[src/hw/uart_settings.svh]
`ifndef UART_SETTINGS_SVH
`define UART_SETTINGS_SVH

// ###########################################################################
// address map
// ###########################################################################

// uart window at 0x020, low nibble selects the register.
`define UARTSPACE           13'b0_0000_0010_xxxx

// register offsets inside the window.
`define UART_BAUD_DIV       13'bx_xxxx_xxxx_0000
`define UART_TX_DATA        13'bx_xxxx_xxxx_0100
`define UART_RX_DATA        13'bx_xxxx_xxxx_1000
`define UART_STATUS         13'bx_xxxx_xxxx_1100

// ###########################################################################
// reset values and sizes
// ###########################################################################

`define UART_RESET_DIV      16'd3
`define UART_FIFO_DEPTH     8   // entries per fifo.

`endif

[src/hw/uartPkg.sv]
package uartPkg;

    // ########################################################################
    // bus side
    // ########################################################################

    typedef logic [12:0] busAddr;
    typedef logic [31:0] busData;

    // ########################################################################
    // serial side
    // ########################################################################

    typedef logic [7:0] uartByte;

    // one received character as it sits in the rx fifo.
    typedef struct packed {
        logic    frameErr;  // stop bit sampled low.
        uartByte data;
    } rxEntry;

endpackage

[src/hw/uartBaudGen.sv]
`timescale 1ns/100ps

module uartBaudGen (
    input  logic        busClk,
    input  logic        reset,
    input  logic [15:0] baudDiv,
    output logic        sampleEn
);

    logic [15:0] baudCount;

    // one tick every baudDiv+1 cycles, 16 ticks per bit.
    always_ff @(posedge busClk) begin
        if (reset) begin
            baudCount <= baudDiv;
            sampleEn  <= 1'b0;
        end else if (baudCount == 16'h0) begin
            baudCount <= baudDiv;   // reload.
            sampleEn  <= 1'b1;
        end else begin
            baudCount <= baudCount - 1'b1;
            sampleEn  <= 1'b0;
        end
    end

endmodule

[src/hw/uartFifo.sv]
`timescale 1ns/100ps
`include "uart_settings.svh"

module uartFifo import uartPkg::*; #(
    parameter type entryType = uartByte,
    parameter int  depth     = `UART_FIFO_DEPTH
) (
    input  logic     busClk,
    input  logic     reset,
    input  logic     pushValid,
    input  entryType pushData,
    output logic     pushReady,
    output logic     popValid,
    output entryType popData,
    input  logic     popReady
);

    localparam int ptrBits = (depth > 1) ? $clog2(depth) : 1;

    entryType           mem [depth];
    logic [ptrBits-1:0] wrPtr;
    logic [ptrBits-1:0] rdPtr;
    logic [ptrBits:0]   count;
    logic               doPush;
    logic               doPop;

    function automatic logic [ptrBits-1:0] nextPtr(input logic [ptrBits-1:0] ptr);
        if (ptr == ptrBits'(depth - 1)) return '0;
        return ptr + 1'b1;
    endfunction

    assign pushReady = (count != (ptrBits + 1)'(depth));
    assign popValid  = (count != '0);
    assign popData   = mem[rdPtr];

    assign doPush = pushValid & pushReady;
    assign doPop  = popValid & popReady;

    always_ff @(posedge busClk) begin
        if (doPush) mem[wrPtr] <= pushData;
    end

    always_ff @(posedge busClk) begin
        if (reset) begin
            wrPtr <= '0;
            rdPtr <= '0;
            count <= '0;
        end else begin
            if (doPush) wrPtr <= nextPtr(wrPtr);
            if (doPop) rdPtr <= nextPtr(rdPtr);
            case ({doPush, doPop})
                2'b10:   count <= count + 1'b1;
                2'b01:   count <= count - 1'b1;
                default: ;  // both or neither, level unchanged.
            endcase
        end
    end

endmodule

[src/hw/uartRegs.sv]
`timescale 1ns/100ps
`include "uart_settings.svh"

module uartRegs import uartPkg::*; (
    input  logic        busClk,
    input  logic        reset,
    input  logic        cs,
    input  busAddr      addr,
    input  busData      dataIn,
    input  logic        wr0,
    input  logic        wr1,
    input  logic        wr2,
    input  logic        wr3,
    input  logic        rd,
    output busData      dataOut,
    output logic        txPushValid,
    output uartByte     txPushData,
    input  logic        txPushReady,
    input  logic        rxPopValid,
    input  rxEntry      rxPopData,
    output logic        rxPopReady,
    input  logic        txBusy,
    output logic [15:0] baudDiv
);

    logic uartSpace;
    logic selBaud;
    logic selTxData;
    logic selRxData;
    logic selStatus;
    logic wrAny;
    logic txFull;
    logic txEmpty;
    logic rxAvail;

    always_comb begin
        casex (addr)
            `UARTSPACE: uartSpace = cs;
            default:    uartSpace = 1'b0;
        endcase
    end

    always_comb begin
        selBaud   = 1'b0;
        selTxData = 1'b0;
        selRxData = 1'b0;
        selStatus = 1'b0;
        if (uartSpace) begin
            casex (addr)
                `UART_BAUD_DIV: selBaud   = 1'b1;
                `UART_TX_DATA:  selTxData = 1'b1;
                `UART_RX_DATA:  selRxData = 1'b1;
                `UART_STATUS:   selStatus = 1'b1;
                default:        ;
            endcase
        end
    end

    // a cycle carrying any write lane is not a read.
    assign wrAny = wr0 | wr1 | wr2 | wr3;

    // divisor, only the two low lanes exist.
    always_ff @(posedge busClk) begin
        if (reset) begin
            baudDiv <= `UART_RESET_DIV;
        end else if (selBaud) begin
            if (wr0) baudDiv[7:0] <= dataIn[7:0];
            if (wr1) baudDiv[15:8] <= dataIn[15:8];
        end
    end

    assign txPushValid = selTxData & wr0;     // dropped by the fifo when full.
    assign txPushData  = dataIn[7:0];
    assign rxPopReady  = selRxData & rd & ~wrAny & rxPopValid;

    assign txFull  = ~txPushReady;
    assign txEmpty = ~txBusy;                 // fifo drained and shifter idle.
    assign rxAvail = rxPopValid;

    always_comb begin
        dataOut = '0;
        if (selBaud) begin
            dataOut = {16'h0, baudDiv};
        end else if (selRxData && rxPopValid) begin
            dataOut = {23'h0, rxPopData};
        end else if (selStatus) begin
            dataOut = {28'h0, txBusy, rxAvail, txEmpty, txFull};
        end
    end

endmodule

[src/hw/uartRx.sv]
`timescale 1ns/100ps

module uartRx import uartPkg::*; (
    input  logic   busClk,
    input  logic   reset,
    input  logic   sampleEn,
    input  logic   rxd,
    output logic   pushValid,
    output rxEntry pushData,
    input  logic   pushReady
);

    typedef enum logic [1:0] {
        stIdle,
        stStart,
        stData,
        stStop
    } rxStateT;

    rxStateT    state;
    logic       rxdMeta;
    logic       rxdSync;
    logic       rxdPrev;
    logic       startFall;
    uartByte    shiftReg;
    logic [2:0] bitCnt;
    logic [3:0] tickCnt;

    // ########################################################################
    // input synchronizer and edge detect
    // ########################################################################

    always_ff @(posedge busClk) begin
        if (reset) begin
            rxdMeta <= 1'b1;
            rxdSync <= 1'b1;
            rxdPrev <= 1'b1;
        end else begin
            rxdMeta <= rxd;
            rxdSync <= rxdMeta;
            rxdPrev <= rxdSync;
        end
    end

    assign startFall = rxdPrev & ~rxdSync;

    // ########################################################################
    // frame recovery
    // ########################################################################

    always_ff @(posedge busClk) begin
        if (reset) begin
            state     <= stIdle;
            bitCnt    <= 3'd0;
            tickCnt   <= 4'd0;
            pushValid <= 1'b0;
        end else begin
            // no stall, an entry not taken by the next tick is lost.
            if (pushReady || sampleEn) pushValid <= 1'b0;
            case (state)
                stIdle: begin
                    if (startFall) begin
                        state   <= stStart;
                        tickCnt <= 4'd0;
                    end
                end
                stStart: begin
                    if (sampleEn) begin
                        tickCnt <= tickCnt + 1'b1;
                        if (tickCnt == 4'd7) begin
                            if (rxdSync) begin
                                state <= stIdle;    // glitch, not a start bit.
                            end else begin
                                state   <= stData;
                                tickCnt <= 4'd0;
                                bitCnt  <= 3'd0;
                            end
                        end
                    end
                end
                stData: begin
                    if (sampleEn) begin
                        tickCnt <= tickCnt + 1'b1;
                        if (tickCnt == 4'd15) begin
                            shiftReg <= {rxdSync, shiftReg[7:1]};
                            bitCnt   <= bitCnt + 1'b1;
                            if (bitCnt == 3'd7) state <= stStop;
                        end
                    end
                end
                default: begin
                    if (sampleEn) begin
                        tickCnt <= tickCnt + 1'b1;
                        if (tickCnt == 4'd15) begin
                            state             <= stIdle;
                            pushValid         <= 1'b1;
                            pushData.data     <= shiftReg;
                            pushData.frameErr <= ~rxdSync;
                        end
                    end
                end
            endcase
        end
    end

endmodule

[src/hw/uartTop.sv]
`timescale 1ns/100ps

module uartTop import uartPkg::*; (
    input  logic   busClk,
    input  logic   reset,
    input  logic   cs,
    input  busAddr addr,
    input  busData dataIn,
    input  logic   wr0,
    input  logic   wr1,
    input  logic   wr2,
    input  logic   wr3,
    input  logic   rd,
    output busData dataOut,
    output logic   txd,
    input  logic   rxd
);

    logic [15:0] baudDiv;
    logic        sampleEn;
    logic        txBusy;

    // transmit path.
    logic        txPushValid;
    uartByte     txPushData;
    logic        txPushReady;
    logic        txPopValid;
    uartByte     txPopData;
    logic        txPopReady;

    // receive path.
    logic        rxPushValid;
    rxEntry      rxPushData;
    logic        rxPushReady;
    logic        rxPopValid;
    rxEntry      rxPopData;
    logic        rxPopReady;

    uartRegs uartRegs_inst (
        .busClk      (busClk),
        .reset       (reset),
        .cs          (cs),
        .addr        (addr),
        .dataIn      (dataIn),
        .wr0         (wr0),
        .wr1         (wr1),
        .wr2         (wr2),
        .wr3         (wr3),
        .rd          (rd),
        .dataOut     (dataOut),
        .txPushValid (txPushValid),
        .txPushData  (txPushData),
        .txPushReady (txPushReady),
        .rxPopValid  (rxPopValid),
        .rxPopData   (rxPopData),
        .rxPopReady  (rxPopReady),
        .txBusy      (txBusy),
        .baudDiv     (baudDiv)
    );

    uartBaudGen uartBaudGen_inst (
        .busClk   (busClk),
        .reset    (reset),
        .baudDiv  (baudDiv),
        .sampleEn (sampleEn)
    );

    uartFifo #(.entryType(uartByte)) txFifo_inst (
        .busClk    (busClk),
        .reset     (reset),
        .pushValid (txPushValid),
        .pushData  (txPushData),
        .pushReady (txPushReady),
        .popValid  (txPopValid),
        .popData   (txPopData),
        .popReady  (txPopReady)
    );

    uartFifo #(.entryType(rxEntry)) rxFifo_inst (
        .busClk    (busClk),
        .reset     (reset),
        .pushValid (rxPushValid),
        .pushData  (rxPushData),
        .pushReady (rxPushReady),
        .popValid  (rxPopValid),
        .popData   (rxPopData),
        .popReady  (rxPopReady)
    );

    uartTx uartTx_inst (
        .busClk   (busClk),
        .reset    (reset),
        .sampleEn (sampleEn),
        .popValid (txPopValid),
        .popData  (txPopData),
        .popReady (txPopReady),
        .txBusy   (txBusy),
        .txd      (txd)
    );

    uartRx uartRx_inst (
        .busClk    (busClk),
        .reset     (reset),
        .sampleEn  (sampleEn),
        .rxd       (rxd),
        .pushValid (rxPushValid),
        .pushData  (rxPushData),
        .pushReady (rxPushReady)
    );

endmodule

[src/hw/uartTx.sv]
`timescale 1ns/100ps

module uartTx import uartPkg::*; (
    input  logic    busClk,
    input  logic    reset,
    input  logic    sampleEn,
    input  logic    popValid,
    input  uartByte popData,
    output logic    popReady,
    output logic    txBusy,
    output logic    txd
);

    typedef enum logic [1:0] {
        stIdle,
        stStart,
        stData,
        stStop
    } txStateT;

    txStateT    state;
    uartByte    shiftReg;
    logic [2:0] bitCnt;
    logic [3:0] tickCnt;
    logic       bitEnd;
    logic       take;

    assign bitEnd   = sampleEn & (tickCnt == 4'd15);
    assign popReady = sampleEn & ((state == stIdle) | ((state == stStop) & (tickCnt == 4'd15)));
    assign take     = popValid & popReady;

    // pending fifo data counts as busy.
    assign txBusy = (state != stIdle) | popValid;

    always_ff @(posedge busClk) begin
        if (reset) begin
            state   <= stIdle;
            txd     <= 1'b1;
            bitCnt  <= 3'd0;
            tickCnt <= 4'd0;
        end else if (take) begin
            // new frame, also chains straight out of a stop bit.
            state    <= stStart;
            shiftReg <= popData;
            txd      <= 1'b0;
            tickCnt  <= 4'd0;
        end else if (sampleEn && state != stIdle) begin
            tickCnt <= tickCnt + 1'b1;
            if (bitEnd) begin
                case (state)
                    stStart: begin
                        state    <= stData;
                        txd      <= shiftReg[0];    // lsb first.
                        shiftReg <= {1'b0, shiftReg[7:1]};
                        bitCnt   <= 3'd0;
                    end
                    stData: begin
                        if (bitCnt == 3'd7) begin
                            state <= stStop;
                            txd   <= 1'b1;
                        end else begin
                            txd      <= shiftReg[0];
                            shiftReg <= {1'b0, shiftReg[7:1]};
                            bitCnt   <= bitCnt + 1'b1;
                        end
                    end
                    default: state <= stIdle;       // stop done, nothing waiting.
                endcase
            end
        end
    end

endmodule

[config.mk]
export PLATFORM = sky130hd
export DESIGN_NAME = uartTop
export DESIGN_NICKNAME = d
export VERILOG_FILES = /design/src/hw/uartPkg.sv /design/src/hw/uartBaudGen.sv /design/src/hw/uartFifo.sv /design/src/hw/uartRegs.sv /design/src/hw/uartRx.sv /design/src/hw/uartTop.sv /design/src/hw/uartTx.sv
export VERILOG_INCLUDE_DIRS = /design/src /design/src/hw
export SDC_FILE = /design/constraint.sdc
export NUM_CORES = 1
export LEC_CHECK = 0
export BUFFER_PORTS_ARGS = -buffer_cell sky130_fd_sc_hd__buf_4
export CAP_MARGIN = 15
export CELL_PAD_IN_SITES_DETAIL_PLACEMENT = 0
export CELL_PAD_IN_SITES_GLOBAL_PLACEMENT = 1
export CORE_MARGIN = 2
export CORE_UTILIZATION = 45
export DETAILED_ROUTE_END_ITERATION = 10
export PLACE_DENSITY_LB_ADDON = 0.08
export RECOVER_POWER = 100
export SYNTH_ARGS = -nofsm -noshare
export SYNTH_HDL_FRONTEND = slang
export SYNTH_SLANG_ARGS = --single-unit
[constraint.sdc]
create_clock -name busClk -period 3.3 [get_ports busClk]
set_clock_uncertainty 0.2 [all_clocks]
set_input_delay 0.33 -clock busClk [delete_from_list [all_inputs] [get_ports busClk]]
set_output_delay 0.33 -clock busClk [all_outputs]
set_load 0.1 [all_outputs]
# Yosys cells after proc, flatten, opt, wreduce, memory -nomap -nowiden
# Memories as Yosys holds them, arrays and structs flattened. A register that Yosys moved wholly into a read port is not among the register bits.
# Cells that the tools add are included.
word_totals:
  memories: 2
  regBits: 101
  output_inout_bits: 33
  ramBits: 136
  wordCells: 221
mem_list:
  columns: ["memory", "depth", "width", "read_ports", "rd_ports_with_merged_regs", "write_ports", "line", "rtl"]
  rows:
  - ["rxFifo_inst.mem", 8, 9, 1, 1, 1, "uartFifo.sv:20", "entryType mem [depth];"]
  - ["txFifo_inst.mem", 8, 8, 1, 1, 1, "uartFifo.sv:20", null]
classes:
  muxes: 88
  n_bitwise: 24
  n_addsub: 13
  eq_ne: 35
  reduce_logical: 33
ops:
  columns: ["cell", "n"]
  rows:
  - ["$mux 32", 2]
  - ["$mux 3", 18]
  - ["$mux 1", 37]
  - ["$mux 16", 2]
  - ["$mux 8", 4]
  - ["$mux 4", 6]
  - ["$pmux 4 s2", 3]
  - ["$mux 2", 10]
  - ["$add 3x1->3 const B", 6]
  - ["$eq 3x3->1 const B", 6]
  - ["$add 4x1->4 const B", 4]
  - ["$eq 4x4->1 const B", 4]
  - ["$logic_not 16->1", 1]
  - ["$pmux 8 s2", 1]
  - ["$reduce_bool 2->1", 8]
  - ["$sub 16x1->16 const B", 1]
  - ["$and 1x1->1", 12]
  - ["$pmux 3 s2", 2]
  - ["$reduce_and 3->1", 4]
  - ["$eq 2x2->1 const B", 5]
  - ["$ne 2x1->1 const B", 5]
  - ["$reduce_and 5->1", 2]
  - ["$eq 9x2->1 const B", 1]
  - ["$eq 2x1->1 const B", 4]
  - ["23 further kinds", 45]

# Depth between registers and ports, before layout
# Gate-level depths: netlist of run 1.
logic_depth:
  ltp_word: 12
  ltp_mapped: 12
  mapped_depth_nobuf: 12

# By module
# Synthesis of run 1 repeated with hierarchy kept, for this count alone.
unflattened:
  hier_cells: 770
  hier_area_um2: 10865.4
by_module_without_submodules:
  columns: ["module", "area_per_inst_um2", "n_inst", "cells_per_inst", "seq_area_each_um2"]
  rows:
  - ["uartFifo (rxFifo_inst)", 3475.8, 1, 181, 2422.3]
  - ["uartFifo (txFifo_inst)", 3165.5, 1, 170, 2182.1]
  - ["uartRegs", 1243.7, 1, 145, 320.3]
  - ["uartRx", 1209.9, 1, 94, 770.7]
  - ["uartTx", 910.9, 1, 84, 440.4]
  - ["uartBaudGen", 859.6, 1, 96, 340.3]

# Worst setup path before layout of run 1
# Ideal clock, no wire load.
synth_timing:
  path_kind: "input-to-output"
  startpoint: "input addr[4]"
  endpoint: "output dataOut[4]"
  n_path_buf: 0
  path_slack_ns: -0.877
  arrival_ns: 3.647
  t_required_ns: 2.770
  path_stages: 4
  cell_sequence: "or4b_4 > nor4_4 > nand2_1 > o21ai_0"
synth_between:
  elab_chain_len: 6
  word_cells_on_any_way: 7
synth_rtl:
  columns: ["item", "line", "rtl"]
  rows:
  - ["start, declared", "uartTop.sv:7", "input busAddr addr,"]
  - ["$eq 9x2->1 *", "uartRegs.sv:37", "casex (addr)"]
  - ["$mux 1 *", "uartRegs.sv:37", null]
  - ["$mux 1", "uartRegs.sv:48", "if (uartSpace) begin"]
  - ["$logic_and 1x1->1", "uartRegs.sv:84", "end else if (selRxData && rxPopValid) begin"]
  - ["$mux 32", "uartRegs.sv:84", null]
  - ["$mux 32 *", "uartRegs.sv:82", "if (selBaud) begin"]
  - ["end, declared", "uartTop.sv:14", "output busData dataOut,"]
# Every way passes the cells marked *; elsewhere a longest branch is shown, timed or not.

# Worst setup path in the final report of run 1
layout_timing:
  startpoint: "input addr[4]"
  endpoint: "output dataOut[1]"
layout_between:
  elab_chain_len: 6
  word_cells_on_any_way: 9
layout_rtl:
  columns: ["item", "line"]
  rows:
  - ["$eq 9x2->1 *", "uartRegs.sv:37"]
  - ["$mux 1 *", "uartRegs.sv:37"]
  - ["$mux 1", "uartRegs.sv:48"]
  - ["$mux 4 / $logic_and 1x1->1 (equally long branches)", "uartRegs.sv:86, uartRegs.sv:84"]
  - ["$mux 32", "uartRegs.sv:84"]
  - ["$mux 32 *", "uartRegs.sv:82"]
# Marks and branches as above.

==> reports/metrics.cfg, run 1 <==
[clock_network]
cts_root_buf = clkbuf_16
clk_pin_slew_ns = 0.06
cts_buffer_depth = 3
cts_tree = yes
htreeDepth = 1
clk-insertion-delay-late_ns = 0.52
cts_made_buffers = 26
cts.sinks = 243

[sta]
hold_viol = 0
setup_viol = 0
grt_setup_unrepaired = false
tightest_slew_ns = 1.197
timing.final.crit_share_pct = 94.86
maxSlewViolCount = 0
finalWorstSetupSlack_ns = 0.1697
finalSetupTns_ns = 0
min_period_ns = 3.130
max_freq_mhz = 319.5
relSlewSlack_pct = 20.23

[drt]
drt_iter0_drc = 285
finalWirelength_mm = 21.23
vias = 6283
postRouteAntennaNets = 0
vias_per_cell = 5.316
drt-wirelength-per-cell_um = 17.96
first_pass_iters = 7
drc = 0

[pwr]
swShare_pct = 20.17
pwr-share-comb_pct = 3.4
leakage_nw = 4.185
fin_total_pwr_mw = 6.472
switching_power_mw = 1.305
p_int_mw = 5.166
peakVddDrop_uv = 442.8
cellPowerDensity_nw_per_um2 = 535.7
seqPwrFrac_pct = 50.3
power.share.clock_pct = 46.3

[die]
ios = 87
rows = 55
die_w_um = 154.4
dieHeight_um = 154.4
start_util_pct = 45.35
die_area_sq_um = 23830
core_region_area_sq_um = 22430

[hold_path]
holdPathEnd = txFifo_inst.wrPtr[1]$_SDFFE_PP0P_
hold_start = addr[2]
min_path_type = input port to flop
holdPathStages = 5

[finish]
area.growth.synth_to_final_pct = 18.76
drive_gt1_share_pct = 15.27
nNetsFinal = 960
fin_area_sq_um = 12080
n_antenna_cell = 0
fillers = 1893
final_util_pct = 53.85

[critical_path]
max_stage_delay_ns = 0.57
reg2reg_slack_ns = 0.42
worst-r2r-cell-count = 11
crit_slowest_cell = or4b_4
crit_type = input port to output port
path_max_fanout = 5
path_depth = 8
crit_family = simple AND/OR/NAND/NOR gates
required_ns = 2.77
r2r-start = txFifo_inst.count[1]$_SDFFE_PP0P_
cp-end-kind = output port
r2r-end = txFifo_inst.count[2]$_SDFFE_PP0P_
crit_arrival_ns = 2.60
timing.critical_path.mode_cell = clkbuf_4
start_kind = input port
path_cells = clkbuf_4 -> or4b_4 -> nor4_4 -> clkbuf_4 -> nand2_1 -> o221ai_1 -> o21a_1 -> clkbuf_4
path_buf_inv = 3

[logic_synthesis]
netlist_instances = 764
yosysWarnings = 0
avgSynthCellArea_sq_um = 13.32
yosysSeqAreaShare_pct = 63.66
synth-seq-cells = 243
async_flop_share_pct = 0
synth-edff-count = 161
synth_flop_cell = edfxtp_1
mappedNetlistArea_sq_um = 10170
yosysUniqueCellTypes = 53

[outcome]
status = complete, no violations

[grt]
antenna_found_initial = 0
gr-total-overflow = 0
grt_pass1_wl_mm = 33.67
grt_start_max_net_pins = 39
grt_pass1_vias = 6251
grt_usage_pct = 17.95

[placed_design]
port_buffers = 54
dpl_cell_area_sq_um = 11000
hpwl_mm = 14.13
post-place-ws_ns = 0.03558
routabilityCongestion = 0.7594

[run]
drv_cap = 0

[cells by family (layout without fill, tap and decap cells)]
family / after synthesis / after routing / share of synthesized area [%]
xor+xnor: 27 / 27 / 2.324
buf+inv: 57 / 175 / 2.743
compound gates: 98 / 98 / 5.424
flops: 243 / 243 / 63.66
simple gates: 252 / 252 / 12.53
mux: 60 / 60 / 10.08
other cells: 1 / 16 / 0.03686
fa+ha+maj: 26 / 26 / 3.198
[worst min-delay path, cell delays in order]
cell and delay, ns:
buf_4 0.14, nand2_1 0.05, nor3_1 0.07, nand4b_1 0.10, a21oi_1 0.06
[cells in the final DEF (no fill, tap or decap), types with 8 or more instances in the layout]
| master | count |
|---|---|
| clkbuf_1 | 37 |
| or3_1 | 8 |
| nor2b_1 | 8 |
| mux2i_1 | 26 |
| ha_1 | 26 |
| dfxtp_1 | 81 |
| buf_4 | 35 |
| nand3_1 | 30 |
| xnor2_1 | 11 |
| nor3_1 | 23 |
| conb_1 | 16 |
| nor4_1 | 9 |
| clkbuf_4 | 9 |
| and2_1 | 8 |
| edfxtp_1 | 161 |
| nand2b_1 | 9 |
| clkbuf_16 | 28 |
| clkbuf_2 | 8 |
| mux4_2 | 34 |
| o21ai_0 | 18 |
| nand2_1 | 67 |
| nor2_1 | 57 |
| a21oi_1 | 54 |
| dlygate4sd3_1 | 36 |
| xor2_1 | 16 |
[stage by stage]
step	hold slack (ns)	std cells
5_1_grt	0.1153	1182
2_1_floorplan	0.1895	779
3_3_place_gp	0.2073	1101
3_5_place_dp	0.2014	1101
6_report	0.08623	1182
4_1_cts	0.001371	1182
[synth_stat cells, types with 22 or more instances]
library cell / n / area, sq um
nor2_1: 57 / 214.0
edfxtp_1: 161 / 4835
nor3_1: 22 / 110.1
mux4_2: 34 / 765.7
clkbuf_1: 26 / 97.59
nand2_1: 67 / 251.5
ha_1: 26 / 325.3
mux2i_1: 26 / 260.3
nand3_1: 29 / 145.1
a21oi_1: 54 / 270.3
o21ai_0: 23 / 115.1
dfxtp_1: 82 / 1642
[flip-flops by register name, indices dropped and copies added, names as in the netlist, 4 cells and up, named ones only]
name	cells
rxFifo_inst.count	4
rxFifo_inst.mem	72
txFifo_inst.count	4
txFifo_inst.mem	64
uartBaudGen_inst.baudCount	16
uartRegs_inst.baudDiv	16
uartRx_inst.pushData	9
uartRx_inst.shiftReg	8
uartRx_inst.tickCnt	4
uartTx_inst.shiftReg	8
uartTx_inst.tickCnt	4
[cell type report]
class / instances / area (sq um) / area share (%)
Clock buffer: 32 / 725.7 / 6.007
Clock inverter: 13 / 168.9 / 1.398
Inverter: 8 / 30.03 / 0.2485
Multi-Input combinational cell: 479 / 3465 / 28.68
Sequential cell: 243 / 6477 / 53.61
Tap cell: 285 / 356.6 / 2.952
Timing Repair Buffer: 122 / 858.3 / 7.104
[power groups by stage]
stage / combinational, mW / sequential, mW / clock (mW)
4_1_cts: 0.231 / 3.25 / 3.08
6_report: 0.222 / 3.26 / 2.99
5_1_grt: 0.240 / 3.26 / 3.19
2_1_floorplan: 0.160 / 3.32 / 0
3_5_place_dp: 0.212 / 3.32 / 0
3_3_place_gp: 0.208 / 3.32 / 0
[worst max path at each step]
stage | from | endpoint | slack [ns]
after floorplan | addr[4] | dataOut[4] | -0.14
after global placement | addr[4] | txFifo_inst.count[2]$_SDFFE_PP0P_ | 0.12
after detailed placement | addr[4] | txFifo_inst.count[2]$_SDFFE_PP0P_ | 0.04
after CTS | flop | dataOut[1] | 0.07
after global routing | addr[4] | dataOut[3] | 0.05
final | addr[4] | dataOut[1] | 0.17
[per-layer routing]
layer	wire length [um]	track usage [%]	vias up	share of wire, %
met5	0	0	-	0
li1	-	-	3053	-
met2	10260	30.69	124	48
met1	9585	24.31	3072	45
met3	906	2.858	34	4.3
met4	474	4.277	0	2.2
[what timing repair did]
action                                  4_1_cts  5_1_grt
hold endpoints to repair                     82        0
setup buffers                                 0        0
resized for setup                             0        1
hold buffers                                 36        0
endpoints found under the setup margin        0        2
Power figures use the tool's default switching activity.
==> inputs of run 2 (changes only) <==
CORE_ASPECT_RATIO = 1.4   (was not set)
==> run 2 against run 1 <==
Sequential power is essentially flat. Cell count grew 1.7%. Combinational power rose by 3%. Routed wire length up 4.3%. Die area barely moved. Critical endpoint is now dataOut[4].
==> reports/metrics.cfg, run 2 (synthesis results as in run 1) <==
[critical_path]
required_ns = 2.77
path_max_fanout = 14
crit_arrival_ns = 2.60
crit_type = input port to output port
start_kind = input port
cp-end-kind = output port

[die]
rows = 65
ios = 87
dieHeight_um = 181.9
core_region_area_sq_um = 22370
die_w_um = 131.1
die_area_sq_um = 23840
start_util_pct = 45.49

[clock_network]
cts_tree = yes
clk_pin_slew_ns = 0.07
clk-insertion-delay-late_ns = 0.52
cts_made_buffers = 24
cts_buffer_depth = 3
cts-resized-gates = 0
cts.sinks = 243
cts_root_buf = clkbuf_16
htreeDepth = 1

[grt]
gr-total-overflow = 0
antenna_found_initial = 0
grt_usage_pct = 18.82
grt_start_max_net_pins = 39
grt_pass1_vias = 6386
grt_pass1_wl_mm = 34.43

[finish]
final_common_cell = edfxtp_1
largest_reg_flops = 72
area.growth.synth_to_final_pct = 18.63
reg.largest.list = rxFifo_inst.mem (72), txFifo_inst.mem (64)
largest_register = rxFifo_inst.mem
nNetsFinal = 963
fillers = 1893
drive_gt1_share_pct = 15.54
n_antenna_cell = 0
final_cell_mix = 161 x edfxtp_1, 82 x dfxtp_1, 67 x nand2_1

[run]
drv_cap = 0

[drt]
finalWirelength_mm = 22.15
drt-wirelength-per-cell_um = 18.42
vias_per_cell = 5.285
vias = 6353
postRouteAntennaNets = 0
drc = 0
first_pass_iters = 7
drt_iter0_drc = 361

[pwr]
fin_total_pwr_mw = 6.277
cellPowerDensity_nw_per_um2 = 520.1
peakVddDrop_uv = 481.0
leakage_nw = 4.163

[sta]
hold_viol = 0
tightest_slew_ns = 1.369
relSlewSlack_pct = 8.738
max_freq_mhz = 319.0
timing.final.crit_share_pct = 95.00
grt_setup_unrepaired = false
setup_viol = 0
finalWorstSetupSlack_ns = 0.1650
maxSlewViolCount = 0
min_period_ns = 3.135

[hold_path]
min_path_type = input port to flop

[placed_design]
routabilityCongestion = 0.7376
hpwl_mm = 15.16
port_buffers = 54
post-place-ws_ns = 0.07641

[outcome]
status = complete, no violations

## run 2: changes by cell type in the layout (fill, tap and decap cells not counted), sizes merged
| cell | delta |
|---|---|
| bufinv | -1 |
| clkbuf | -6 |
| clkinv | +2 |
| inv | +2 |
| clkinvlp | +1 |
| buf | +5 |
| dlygate4sd3 | +1 |
## run 2: what timing repair did
item	CTS	global route
setup endpoints to repair	0	0
endpoints found under the hold margin	82	0
hold buffers	37	0
setup buffers	0	0
## run 2: worst max-delay path, cell delays in order
cell	delay (ns)
clkbuf_4	0.11
or4b_2	0.69
nor4_2	0.26
clkbuf_1	0.54
nand2_1	0.14
o21ai_1	0.15
clkbuf_4	0.37
## run 2: where the power goes
part / total, mW / internal, mW / switching, mW
Sequential: 3.25 / 3.24 / 0.0183
Clock: 2.79 / 1.62 / 1.18
Combinational: 0.228 / 0.0690 / 0.159
## run 2: worst paths after layout
path / from / endpoint / slack (ns) / depth (start not counted)
worst max-delay path: addr[12] / dataOut[4] / 0.17 / 7
worst min-delay path: addr[2] / txFifo_inst.wrPtr[1]$_SDFFE_PP0P_ / 0.08 / 5
worst max register to register: uartTx_inst.state[0]$_SDFFE_PP0P_ / txFifo_inst.count[2]$_SDFFE_PP0P_ / 0.39 / 12
worst min register to register: uartRx_inst.rxdMeta$_SDFF_PP1_ / uartRx_inst.rxdSync$_SDFF_PP1_ / 0.21 / 1
## run 2: through the flow
stage	util (%)	cells	hold slack (ns)	instance area (sq um)	setup TNS [ns]
6_report	53.96	1202	0.08022	12070	0
5_1_grt	53.96	1202	0.08824	12070	0
4_1_cts	54.70	1202	0.05577	12230	0
3_5_place_dp	49.39	1121	0.1963	11050	0
3_3_place_gp	49.39	1121	0.1972	11050	0
2_1_floorplan	-	779	0.1895	10230	-0.6874
## run 2: routing by layer
| metal | vias to the layer above | GRT usage (%) | routed length, um |
|---|---|---|---|
| met4 | 0 | 4.596 | 384 |
| met3 | 28 | 2.504 | 876 |
| met5 | - | 0 | 0 |
| li1 | 3057 | - | - |
| met1 | 3143 | 23.10 | 9051 |
| met2 | 125 | 34.51 | 11830 |
## run 2: cell type report
| type | instances | area [sq um] | share of cell area [%] |
|---|---|---|---|
| clock buffers | 27 | 621.8 | 5.152 |
| multi-input cells | 479 | 3477 | 28.81 |
| flip-flops and latches | 243 | 6476 | 53.66 |
| well taps | 301 | 376.6 | 3.120 |
| inverters | 8 | 30.03 | 0.2488 |
| clock inverters | 17 | 195.2 | 1.617 |
| repair buffers | 127 | 892.1 | 7.392 |
